==> src/source/attn_buf_pkg.sv <==
package attn_buf_pkg;

    localparam int MAT_ROWS  = 16;  // rows per matrix
    localparam int MAT_COLS  = 8;   // bytes per row
    localparam int BEAT_ROWS = 4;   // rows per ram word
    localparam int BEATS     = 4;   // ram words per matrix
    localparam int READ_LAT  = 2;   // ram read latency

    typedef logic [7:0] elem_t;

    typedef logic [MAT_COLS*$bits(elem_t)-1:0] row_t;

    // upper 2 bits pick the operand kind, lower 4 bits the line
    typedef logic [5:0] slot_t;

    typedef logic [$clog2(BEATS)-1:0] beat_t;

    typedef logic [$bits(slot_t)+$bits(beat_t)-1:0] ram_addr_t;  // {slot, beat}

    typedef logic [BEAT_ROWS*$bits(row_t)-1:0] ram_word_t;

    typedef enum logic [2:0] {
        S_IDLE,
        S_RD_DELAY,
        S_RD_GATHER,
        S_RD_FINISH,
        S_WR_BEATS
    } mgr_state_t;

endpackage

==> src/source/row_collector.sv <==
`timescale 1ns/100ps

module row_collector (
    input  logic                I_CLK,
    input  logic                I_RST_N,
    input  logic                row_vld,
    input  attn_buf_pkg::row_t  row,
    input  attn_buf_pkg::slot_t wr_slot,
    output logic                wr_pulse,
    output attn_buf_pkg::slot_t slot,
    output attn_buf_pkg::row_t  mat [attn_buf_pkg::MAT_ROWS]
);

    import attn_buf_pkg::*;

    logic [$clog2(MAT_ROWS)-1:0] cnt;
    logic                        last_row;
    row_t                        fill [MAT_ROWS-1];  // rows before the last
    slot_t                       slot_fill;

    assign last_row = row_vld && (cnt == MAT_ROWS-1);

    always_ff @(posedge I_CLK or negedge I_RST_N) begin
        if (!I_RST_N) begin
            cnt      <= '0;
            wr_pulse <= 1'b0;
        end else begin
            wr_pulse <= last_row;
            if (row_vld) begin
                cnt <= cnt + 1'b1;  // wraps to row 0
            end
        end
    end

    always_ff @(posedge I_CLK) begin
        if (row_vld && !last_row) begin
            fill[cnt] <= row;
        end
        if (row_vld && cnt == '0) begin
            slot_fill <= wr_slot;  // slot rides with row 0
        end
        // hand over a stable copy so the next matrix can start filling
        if (last_row) begin
            for (int i = 0; i < MAT_ROWS-1; i++) begin
                mat[i] <= fill[i];
            end
            mat[MAT_ROWS-1] <= row;
            slot            <= slot_fill;
        end
    end

endmodule

==> config.mk <==
export PLATFORM = sky130hd
export DESIGN_NAME = row_collector
export DESIGN_NICKNAME = d
export VERILOG_FILES = /design/src/source/attn_buf_pkg.sv /design/src/source/row_collector.sv
export SDC_FILE = /design/constraint.sdc
export NUM_CORES = 1
export LEC_CHECK = 0
export ABC_AREA = 1
export ABC_CLOCK_PERIOD_IN_PS = 90000
export BUFFER_PORTS_ARGS = -buffer_cell sky130_fd_sc_hd__clkbuf_2
export CAP_MARGIN = 20
export CORE_AREA = 2 2 433 435
export CTS_CLUSTER_SIZE = 24
export DETAILED_ROUTE_END_ITERATION = 8
export DIE_AREA = 0 0 435 437
export PLACE_DENSITY = 0.54
export SKIP_CTS_REPAIR_TIMING = 1
export SYNTH_ARGS = -nofsm -noshare
export SYNTH_HDL_FRONTEND = slang
export SYNTH_SLANG_ARGS = --single-unit
==> constraint.sdc <==
create_clock -name I_CLK -period 90 [get_ports I_CLK]
set_clock_uncertainty 0.15 [all_clocks]
set_input_delay 13.5 -clock I_CLK [delete_from_list [all_inputs] [get_ports I_CLK]]
set_output_delay 13.5 -clock I_CLK [all_outputs]
set_load 0.01 [all_outputs]
==> flow_summary.toml <==
[run_status]
status = "complete, no violations"

[global_routing]
gr-total-overflow = 0
grt_util_met2_pct = 26.5
grt_pass1_vias = 25000
grt_busiest_layer = "met2"
grt_antenna_before_repair = 8
use_met3_pct = 4.23
grt_first_pass_wirelength_um = 201000
met1_usage_pct = 17.7
grtUsageTotal_pct = 15.3
grt_max_degree = 156

[finish]
layout-drive-gt1-share_pct = 40.0
fin_nets = 3463
layout.cells.non_filler = 6020
final_area_um2 = 75400
area_delta_synth_final_pct = 25.0
regArea_um2 = 60100
multiInputGateArea_um2 = 355
nFillCells = 16300

[power]
vdd.ir_drop.worst_mv = 0.0198
comb_power_share_pct = 5.6
p_leak_nw = 25.9
powerDensity_nw_per_um2 = 26.6
p_clk_share_pct = 38.5
internal-power_mw = 1.56
power.switching_uw = 441
switching_share_pct = 22.0
power_frac_seq_pct = 55.9

[logic_synthesis]
syn_area_per_cell_um2 = 29.5
synth.top_cell.area_share_pct = 99.3
synthesis.area_um2 = 60300
synth_area_leaders = "edfxtp_1 99%, dfrtp_1 0.21%, ha_1 0.10%"
ys_seq_area_share_pct = 99.6
yosys_warnings = 0
yosysUniqueCellTypes = 12
syn-num-nets = 2126
synth_edf_count = 1996
synth_common_cells = "1996 x edfxtp_1, 15 x nor2_1, 10 x nand2_1"
yosys.area.top_type = "edfxtp_1"
synth_cells = 2048
synth_seq_cells = 2001
synth.most_common_cell = "edfxtp_1"
synthArstFlopShare_pct = 0.250
synth_ff_type = "edfxtp_1"

[detailed_routing]
via_count = 25600
drt_wl_total_um = 150000
ant_nets = 0
drt_pass1_iterations = 5
route.detailed.wl_per_inst_um = 24.9
drt_iter0_drc = 2308
vias_per_cell = 4.26
drc_errors = 0

[cts]
cts_tree = "yes"
root_buffer = "clkbuf_16"
cts_buffers = 190
cts.sinks = 2001
htree_levels = 4
path_clk_slew_ns = 0.06
clk-insertion-delay-late_ns = 0.83
clock_path_buffers = 3

[place]
gp_congestion = 0.784
dp_hpwl_um = 94300
dp.cells = 5673
portBuffers = 1103
dp_slack_ns = 70.23
dpl-instance-area_um2 = 69400

[sta]
hold_viol = 0
relSlewSlack_pct = 27.6
tightest_slew_ns = 1.09
post-route-period-util_pct = 21.0
finalWorstSetupSlack_ns = 71.14
slew_violations = 0
finalWorstPathRequiredPeriod_ns = 18.86
rsz0062_at_grt = "no"
fin_tns_setup_ns = 0
finalSetupViolCount = 0
timing.fmax_mhz = 53.0

[floorplanning]
initial_core_util_pct = 32.6
io_pins = 1104
die_y_um = 437
die_w_um = 435
fp.dieArea_um2 = 190000
row_count = 158
core_um2 = 185000

[critical_path]
cpMostUsedCell = "buf_4"
critPathMaxFanout = 135
cp_top_family = "buffers and inverters"
crit_path_cell_trace = "clkbuf_2, nand2_2, nor2_4, buf_4, buf_4, buf_4, buf_12, buf_4, buf_4"
crit_type = "in -> reg"
cp-end-kind = "flop"
cp-start-kind = "primary input"
slowest_delay_ns = 0.94
critPathBufInv = 7
slowest_stage = "buf_4"
cp.required_ns = 90.27
arrival_ns = 19.14

[hold_path]
min_path_type = "reg -> reg"

[run]
maxCapViolCount = 0
## cell usage in the layout (no fill, tap or decap)
master / count
nor3_4: 3
inv_6: 5
buf_12: 2
inv_16: 3
inv_8: 1
edfxtp_1: 1996
nor2_4: 13
inv_1: 5
xor2_1: 2
o21ai_1: 1
clkbuf_16: 193
diode_2: 6
clkinv_2: 15
dfrtp_1: 5
clkinv_8: 1
clkinvlp_4: 3
clkinv_4: 4
clkbuf_1: 43
buf_4: 41
nand2_1: 10
clkinv_1: 52
clkbuf_2: 1103
bufinv_16: 15
clkinv_16: 2
nor2_1: 2
o21ai_0: 1
clkbuf_8: 4
ha_1: 5
nand2_2: 4
## metrics by stage
step	utilization (%)	hold WS (ns)	power, mW
floorplan	-	0.250	1.23
global placement	37.5	0.250	1.25
detailed placement	37.5	0.255	1.26
CTS	40.8	0.240	2.03
global route	40.8	0.244	2.07
finish	40.8	0.240	2.00
## flip-flops by register name, summed over array words and instances (netlist names)
name	count
slot	6
mat	1024
cnt	4
fill	960
wr_pulse	1
slot_fill	6
## cell type report
cell class / instances / area share [%]
flip-flops and latches: 2001 / 79.6
repair buffers: 1146 / 7.78
diodes: 6 / 0.0199
inverters: 5 / 0.0249
clock buffers: 240 / 6.69
well taps: 2480 / 4.11
clock inverters: 101 / 1.29
multi-input cells: 41 / 0.471
## cell families (layout without fill, tap and decap cells)
group / count (synthesis) / in the layout / synth area share, %
AO/OA/AOI/OAI: 2 / 2 / 0.0166
XOR/XNOR: 2 / 2 / 0.0290
adder cells (fa/ha/maj): 5 / 5 / 0.104
buffers and inverters: 6 / 1492 / 0.0498
flip-flops: 2001 / 2001 / 99.6
other: 0 / 6 / 0
AND/OR/NAND/NOR: 32 / 32 / 0.247
## power by group through the flow
stage / logic (mW) / clock network (mW) / registers [mW]
2_1_floorplan: 0.0300 / 0 / 1.20
3_3_place_gp: 0.117 / 0 / 1.14
3_5_place_dp: 0.118 / 0 / 1.14
4_1_cts: 0.118 / 0.792 / 1.12
5_1_grt: 0.120 / 0.827 / 1.12
6_report: 0.113 / 0.772 / 1.12
## worst paths after layout
check                                 from        to  slack [ns]  cells after the start
worst max-delay path               row_vld  mat[168]       71.14                      9
worst min register to register  fill[4][6]  mat[710]        0.24                      0
worst min-delay path            fill[4][6]  mat[710]        0.24                      0
min in group asynchronous          I_RST_N  wr_pulse       12.35                      1
worst max register to register      cnt[0]  mat[168]       83.17                      9
max in group asynchronous          I_RST_N    cnt[1]       77.17                      1
## routing by layer
metal	vias up	wire length, um
met5	-	0
met1	13300	55700
met3	246	10500
li1	11100	-
met4	0	5930
met2	1024	77700
## worst reg2reg max path: stages, from the launching register on
cell and delay [ns]:
dfrtp_1 0.46, ha_1 0.42, nand2_2 0.14, nor2_4 0.10, buf_4 0.60, buf_4 0.88, buf_4 0.91, buf_12 0.62
buf_4 1.06, buf_4 0.99
Note: power is estimated with default switching activity, not from simulation.
