===== config.mk =====
export PLATFORM = sky130hd
export DESIGN_NAME = row_serializer
export DESIGN_NICKNAME = d
export VERILOG_FILES = /design/src/source/attn_buf_pkg.sv /design/src/source/row_serializer.sv
export SDC_FILE = /design/constraint.sdc
export NUM_CORES = 1
export LEC_CHECK = 0
export BUFFER_PORTS_ARGS = -buffer_cell sky130_fd_sc_hd__buf_4
export CAP_MARGIN = 20
export CORE_AREA = 2 2 431 433
export CTS_CLUSTER_DIAMETER = 40
export CTS_CLUSTER_SIZE = 14
export DETAILED_ROUTE_END_ITERATION = 10
export DIE_AREA = 0 0 433 435
export PLACE_DENSITY = 0.3
export SYNTH_ARGS = -nofsm -noshare
export SYNTH_HDL_FRONTEND = slang
export SYNTH_SLANG_ARGS = --single-unit

===== constraint.sdc =====
create_clock -name I_CLK -period 1.6 [get_ports I_CLK]
set_input_delay 0.16 -clock I_CLK [delete_from_list [all_inputs] [get_ports I_CLK]]
set_output_delay 0.16 -clock I_CLK [all_outputs]
set_load 0.02 [all_outputs]

===== src/source/attn_buf_pkg.sv =====
package attn_buf_pkg;

    localparam int MAT_ROWS  = 16;  // rows per matrix
    localparam int MAT_COLS  = 8;   // bytes per row
    localparam int BEAT_ROWS = 4;   // rows per ram word
    localparam int BEATS     = 4;   // ram words per matrix
    localparam int READ_LAT  = 2;   // ram read latency

    typedef logic [7:0] elem_t;

    typedef logic [MAT_COLS*$bits(elem_t)-1:0] row_t;

    // upper 2 bits pick the operand kind, lower 4 bits the line
    typedef logic [5:0] slot_t;

    typedef logic [$clog2(BEATS)-1:0] beat_t;

    typedef logic [$bits(slot_t)+$bits(beat_t)-1:0] ram_addr_t;  // {slot, beat}

    typedef logic [BEAT_ROWS*$bits(row_t)-1:0] ram_word_t;

    typedef enum logic [2:0] {
        S_IDLE,
        S_RD_DELAY,
        S_RD_GATHER,
        S_RD_FINISH,
        S_WR_BEATS
    } mgr_state_t;

endpackage


===== src/source/row_serializer.sv =====
`timescale 1ns/100ps

module row_serializer (
    input  logic               I_CLK,
    input  logic               I_RST_N,
    input  logic               rd_vld,
    input  attn_buf_pkg::row_t rd_mat [attn_buf_pkg::MAT_ROWS],
    output logic               out_row_vld,
    output attn_buf_pkg::row_t out_row,
    output logic               out_row_last
);

    import attn_buf_pkg::*;

    logic                        rd_vld_q;
    logic                        start;
    logic [$clog2(MAT_ROWS)-1:0] cnt;  // next row to send

    assign start = rd_vld && !rd_vld_q;

    always_ff @(posedge I_CLK or negedge I_RST_N) begin
        if (!I_RST_N) begin
            rd_vld_q     <= 1'b0;
            cnt          <= '0;
            out_row_vld  <= 1'b0;
            out_row_last <= 1'b0;
        end else begin
            rd_vld_q <= rd_vld;
            if (start) begin
                out_row_vld  <= 1'b1;
                out_row_last <= 1'b0;
                cnt          <= 1'b1;
            end else if (out_row_vld && !out_row_last && rd_vld) begin
                cnt          <= cnt + 1'b1;
                out_row_last <= (cnt == MAT_ROWS-1);
            end else begin  // done, or matrix withdrawn by a new read
                out_row_vld  <= 1'b0;
                out_row_last <= 1'b0;
                cnt          <= '0;
            end
        end
    end

    // cnt is back at row 0 whenever a new stream starts
    always_ff @(posedge I_CLK) begin
        out_row <= rd_mat[cnt];
    end

endmodule


==> results.md, run 1 <==
* Synth warnings at 0
* Largest net degree at the start of global routing at 28
* VDD IR-drop max at 458 uV
* Required @ worst endpoint at 1.94 ns
* Final Hold Vio Count at 0
* Worst-path cell chain: buf_6 -> buf_8 -> buf_12 -> mux4_2 -> a22oi_1 -> nand2_1
* Vias in the first global route at 14112
* CTS buffer count at 9
* Synth unique cells at 25
* Largest cells by area after synthesis: mux4_2 (63%), dfxtp_1 (14%), a22oi_1 (10%)
* Worst skew pair latency at 0.46 ns
* Synth Flop Type: dfxtp_1
* Final worst path period need at 2.02 ns
* Reg-to-Reg End: out_row[57]
* Total iterations of the first detailed-routing run at 5
* DP Worst Slack at -0.879 ns
* Synthesized Nets at 1656
* Total Power at 10.4 mW
* PwrDens at 449 nW/um^2
* DIE AREA at 188000 um^2
* Initial Utilization at 4.92%
* Layout area overhead at 156%
* Residual DRC at 0
* Setup_tns at -21.68 ns
* Hold WC Path Type: primary input to async pin
* Die X at 433 um
* Core Area at 184000 um^2
* R2r worst-path depth at 6
* First-pass GRT wire length at 168000 um
* Clock transition at path regs at 0.08 ns
* Yosys top cell by area: mux4_2
* Die Y-Extent at 435 um
* CP Capture Type: flip-flop
* Antenna Nets Post-Route at 0
* Mean Syn Cell Area at 14.4 um^2
* Port Buffers at 1092
* # fillers at 21024
* Leading cell types by count after synthesis: mux4_2 (255), a22oi_1 (126), dfxtp_1 (64)
* RSZ-0062 raised after global routing: yes
* Yosys reg bits at 71
* Top-count cell post-synth: mux4_2
* Peak Freq at 0.496 GHz
* Register area at 1460 um^2
* Setup violations, final at 64
* Max-cap violations at 0
* RePlAce Congestion at 0.934
* Multi-input logic area at 7500 um^2
* Tcrit/Tclk final at 126%
* Maximum clock path buffer count at 2
* Leak at 9.31 nW
* Buf/Inv on CP at 3
* Violated checks: negative setup slack
* DRT Wirelength at 140000 um
* Clock skew at 0.0216 ns
* Post-synth EDFFs at 0
* Post-DR vias/cell at 3.07
* Run status: finished, violations left
* GR Util All Layers at 14.2%
* DR vias at 13399
* R2r setup slk at -0.42 ns
* H-tree Lvls at 3
* Root buf cell: clkbuf_16
* Antenna violations before repair at 148
* Crit Path Max Fanout at 7
* Overflow after GRT at 0
* Seq/Total Area, Yosys at 16.1%
* Pins Over Slew Limit at 0
* Post-synth top area share at 63.5%
* Dpl cells at 4259
* Finished Layout Cells at 4361
* Async S/R FF share, synth at 9.86%
* Drt initial violations at 957
* CTS tree: yes
* Final worst slack at -0.417 ns
* Final Net Count at 2874
* CP arrival at 2.36 ns
* Routed length per instance at 32.0 um
* I/O Pins at 1093
* Clock sinks at 71
* Post-synthesis instance total at 628
* Dpl hpwl at 125000 um
* Slowest stage delay, CP at 0.60 ns
* Row cnt at 158
* Synthesized cell area at 9050 um^2
* R2r startpoint: cnt[0]
* CP Launch Type: flip-flop
* Relative slew slack at 65.1%
* CP Class: flip-flop to flip-flop
* Tightest Pin Transition at 0.523 ns
* Share of layout cells above drive strength 1 at 88.7%
* Cell family with most CP delay: multiplexers
* Critical-path top delay cell: mux4_2
[layout by cell type, fill, tap and decap left out, types with 2 or more instances in the layout]
master and instances:
a22oi_1 54, a22oi_2 72, and2_1 2, and3_1 2, buf_12 38, buf_16 14
buf_4 1202, buf_6 19, buf_8 13, clkbuf_16 15, dfrtp_1 5, dfrtp_4 2
dfxtp_1 64, diode_2 30, dlygate4sd3_1 2, inv_6 2, mux4_2 255, nand2_1 62
nand2b_1 2, nand3_1 2, nor2_1 2, nor2b_1 3, nor2b_4 2, o21ai_0 2
[worst register-to-register path, stage by stage, from the launching register on]
cell	delay, ns
dfrtp_4	0.46
buf_6	0.25
buf_8	0.19
buf_12	0.13
mux4_2	0.60
a22oi_1	0.21
nand2_1	0.07
[report_power, final]
| group | internal [mW] | switching [mW] |
|---|---|---|
| combinational | 3.41 | 2.15 |
| sequential | 1.94 | 0.117 |
| clock | 1.36 | 1.44 |
| total | 6.71 | 3.70 |
[stage by stage]
step	utilization, %	hold slack [ns]	cell area, um^2
global placement	11.6	0.00177	21400
global route	12.6	0.0852	23100
CTS	12.4	0.0369	22800
finish	12.6	0.0861	23200
detailed placement	11.6	-0.0000831	21400
floorplan	-	-0.136	9230
[how the worst max path moves through the flow]
stage	from	endpoint	depth (start not counted)
6_report	cnt[0]	out_row[57]	6
5_1_grt	cnt[0]	out_row[9]	6
4_1_cts	cnt[0]	out_row[9]	6
3_5_place_dp	cnt[0]	out_row[9]	6
3_3_place_gp	cnt[0]	out_row[9]	6
2_1_floorplan	cnt[0]	out_row[38]	6
[repair_timing]
item	in CTS	in global routing
endpoints found under the setup margin	64	65
hold buffers	2	0
gates cloned	10	5
gates resized for setup	116	37
endpoints found under the hold margin	12	0
pin swaps	35	26
buffers inserted	33	14
[flip-flops by register name (all words and copies together), names as in the netlist]
signal and flops:
cnt 4, out_row_vld 1, out_row_last 1, out_row 64, rd_vld_q 1
[cell type report]
class                   count  share of cell area (%)
diodes                     30                   0.324
clock buffers              11                    1.14
clock inverters             5                   0.264
multi-input cells         471                    32.3
flip-flops and latches     71                    6.31
well taps                2480                    13.4
repair buffers           1293                    46.2
[routing by layer]
metal	global-route usage, %	share of wire (%)	vias up
met5	0	0.31	-
met4	3.16	2.5	62
met3	4.58	8.8	247
met2	25.6	51	886
met1	16.2	37	6877
li1	-	-	5327
[kinds of logic (layout without fill, tap and decap cells)]
group | after synthesis | after routing | share of synthesized area (%)
other cells | 0 | 30 | 0
buf+inv | 86 | 1309 | 5.34
compound gates | 131 | 131 | 10.8
simple gates | 80 | 80 | 3.68
xor+xnor | 2 | 2 | 0.194
fa+ha+maj | 1 | 1 | 0.138
mux | 257 | 257 | 63.7
flops | 71 | 71 | 16.1
(Power assumes the default switching activity.)
==> inputs of run 2 (changes only) <==
- SETUP_SLACK_MARGIN: default -> 0.05
==> run 2 against run 1 <==
The flow still finishes with violations (negative setup slack). Register-to-register slack worse by 0.02 ns. Final cell count down 0.14%. Clock-buffer cell count unchanged. Maximum frequency is 0.88% lower. Clock power barely moved. Non-clock buffer count is the same. Global-route usage about the same. Via count increased by 0.57%. Core utilization about the same. Largest power group unchanged. Highest routed layer unchanged.
==> results.md, run 2 (synthesis results as in run 1) <==
* Run status: finished, violations left (unchanged)
* Violated checks: negative setup slack (unchanged)
* Critical path capture point: out_row[58] (was out_row[57])
* Clock skew at 0.0185 ns (was 0.0216 ns)
* DR vias at 13476 (was 13399)
* CP arrival at 2.38 ns (was 2.36 ns)
* Hold WC Path Type: primary input to async pin (unchanged)
* Drt initial violations at 1001 (was 957)
* Clock transition at path regs at 0.09 ns (was 0.08 ns)
* Pins Over Slew Limit at 0 (unchanged)
* Fin Hold WS at 0.0845 ns (was 0.0861 ns)
* CP Class: flip-flop to flip-flop (unchanged)
* Initial Utilization at 4.92% (unchanged)
* Vias in the first global route at 14103 (was 14112)
* Leak at 9.31 nW (about the same)
* Max-cap violations at 0 (unchanged)
* Total iterations of the first detailed-routing run at 5 (unchanged)
* Max reg flops at 64 (unchanged)
* Total Power at 10.4 mW (about the same)
* Share of layout cells above drive strength 1 at 88.8% (was 88.7%)
* Clock sinks at 71 (unchanged)
* Required @ worst endpoint at 1.95 ns (was 1.94 ns)
* Routed length per instance at 32.1 um (was 32.0 um)
* CTS tree: yes (unchanged)
* H-tree Lvls at 3 (unchanged)
* R2r setup slk at -0.43 ns (was -0.42 ns)
* Final worst path period need at 2.03 ns (was 2.02 ns)
* Final Hold Vio Count at 0 (unchanged)
* DIE AREA at 188000 um^2 (unchanged)
* DRT Wirelength at 140000 um (about the same)
* RSZ-0062 raised after global routing: yes (unchanged)
* CP Capture Type: flip-flop (unchanged)
* RePlAce Congestion at 0.934 (unchanged)
* Tightest Pin Transition at 0.515 ns (was 0.523 ns)
* Setup violations, final at 64 (unchanged)
* Peak Freq at 0.492 GHz (was 0.496 GHz)
* I/O Pins at 1093 (unchanged)
* Final Net Count at 2874 (unchanged)
* Crit path from: cnt[0] (unchanged)
* Antenna Nets Post-Route at 0 (unchanged)
* Final worst slack at -0.435 ns (was -0.417 ns)
* GR Util All Layers at 14.2% (about the same)
* Die Y-Extent at 435 um (unchanged)
* Biggest registers after layout: out_row (64), cnt (4) (unchanged)
* Worst skew pair latency at 0.46 ns (about the same)
* Antenna violations before repair at 148 (unchanged)
* # fillers at 21026 (was 21024)
* PwrDens at 448 nW/um^2 (was 449 nW/um^2)
* Crit Path Max Fanout at 7 (unchanged)
* Tcrit/Tclk final at 127% (was 126%)
* CTS buffer count at 9 (unchanged)
* Port Buffers at 1092 (unchanged)
* Most common cell after layout, fill and taps aside: buf_4 (unchanged)
* Largest net degree at the start of global routing at 28 (unchanged)
* Maximum clock path buffer count at 2 (unchanged)
* CP Launch Type: flip-flop (unchanged)
* Register bank with the most flops: out_row (unchanged)
* First-pass GRT wire length at 168000 um (about the same)
* Dpl hpwl at 125000 um (unchanged)
* Post-DR vias/cell at 3.09 (was 3.07)
* Residual DRC at 0 (unchanged)
* R2r worst-path depth at 6 (unchanged)
* VDD IR-drop max at 458 uV (about the same)
* Relative slew slack at 65.6% (was 65.1%)
* Layout area overhead at 156% (about the same)
* Reg-to-Reg End: out_row[58] (was out_row[57])
* R2r startpoint: cnt[0] (unchanged)
* Core Area at 184000 um^2 (unchanged)
* Die X at 433 um (unchanged)
* Row cnt at 158 (unchanged)
* Root buf cell: clkbuf_16 (unchanged)
* Overflow after GRT at 0 (unchanged)
* Most frequent cells in the layout: buf_4 (1202), mux4_2 (255), a22oi_2 (72) (unchanged)
[run 2: cell types whose count changed in the layout (fill, tap and decap cells not counted), sizes merged]
cell / previous run / this run
diode: 30 / 24
[run 2: power by group]
| group | total [mW] | internal (mW) | switching [mW] |
|---|---|---|---|
| logic | 5.56 | 3.41 | 2.15 |
| registers | 2.05 | 1.94 | 0.117 |
| clock network | 2.78 | 1.36 | 1.42 |
| total | 10.4 | 6.71 | 3.68 |
[run 2: worst min path at each step]
stage / end / slack (ns)
detailed placement: out_row_vld / -0.00008
floorplan: cnt[0] / -0.14
finish: cnt[1] / 0.08
global route: cnt[1] / 0.09
CTS: cnt[1] / 0.04
global placement: out_row_vld / 0.002
[run 2: layer usage]
| layer | share of wire [%] | up-vias | global-route usage (%) | wire length [um] |
|---|---|---|---|---|
| li1 | - | 5322 | - | - |
| met1 | 38 | 6925 | 16.2 | 53200 |
| met2 | 51 | 912 | 25.7 | 70800 |
| met3 | 8.2 | 255 | 4.56 | 11500 |
| met4 | 2.7 | 62 | 2.99 | 3740 |
| met5 | 0.31 | - | 0 | 431 |
[run 2: area by class of cell]
type	count	area (um^2)	share of cell area [%]
clock buffers	11	264	1.14
repair buffers	1293	10700	46.3
diodes	24	60.1	0.259
clock inverters	5	61.3	0.264
multi-input cells	471	7510	32.4
flip-flops and latches	71	1460	6.31
well taps	2480	3100	13.4
[run 2: critical path, cell delays in order, from the launching register on]
cell and delay [ns]:
dfrtp_4 0.46, buf_6 0.25, buf_16 0.18, buf_6 0.11
mux4_2 0.55, a22oi_2 0.27, nand2_1 0.07
[run 2: what timing repair did]
item,4_1_cts,5_1_grt
pin swaps,32,26
buffers inserted,32,14
hold buffers,2,0
hold endpoints to repair,12,0
cloned,10,5
gates resized for setup,116,39
endpoints found under the setup margin,64,66
[run 2: per-stage QoR]
stage / cells / worst slack, ns / setup TNS (ns) / instance area, um^2 / utilization, %
floorplan: 628 / -0.0143 / -0.890 / 9230 / -
global placement: 4259 / -0.915 / -23.86 / 21400 / 11.6
detailed placement: 4259 / -0.879 / -24.48 / 21400 / 11.6
CTS: 4316 / -0.478 / -24.20 / 22800 / 12.4
global route: 4342 / -0.478 / -25.68 / 23200 / 12.6
finish: 4355 / -0.435 / -21.91 / 23200 / 12.6
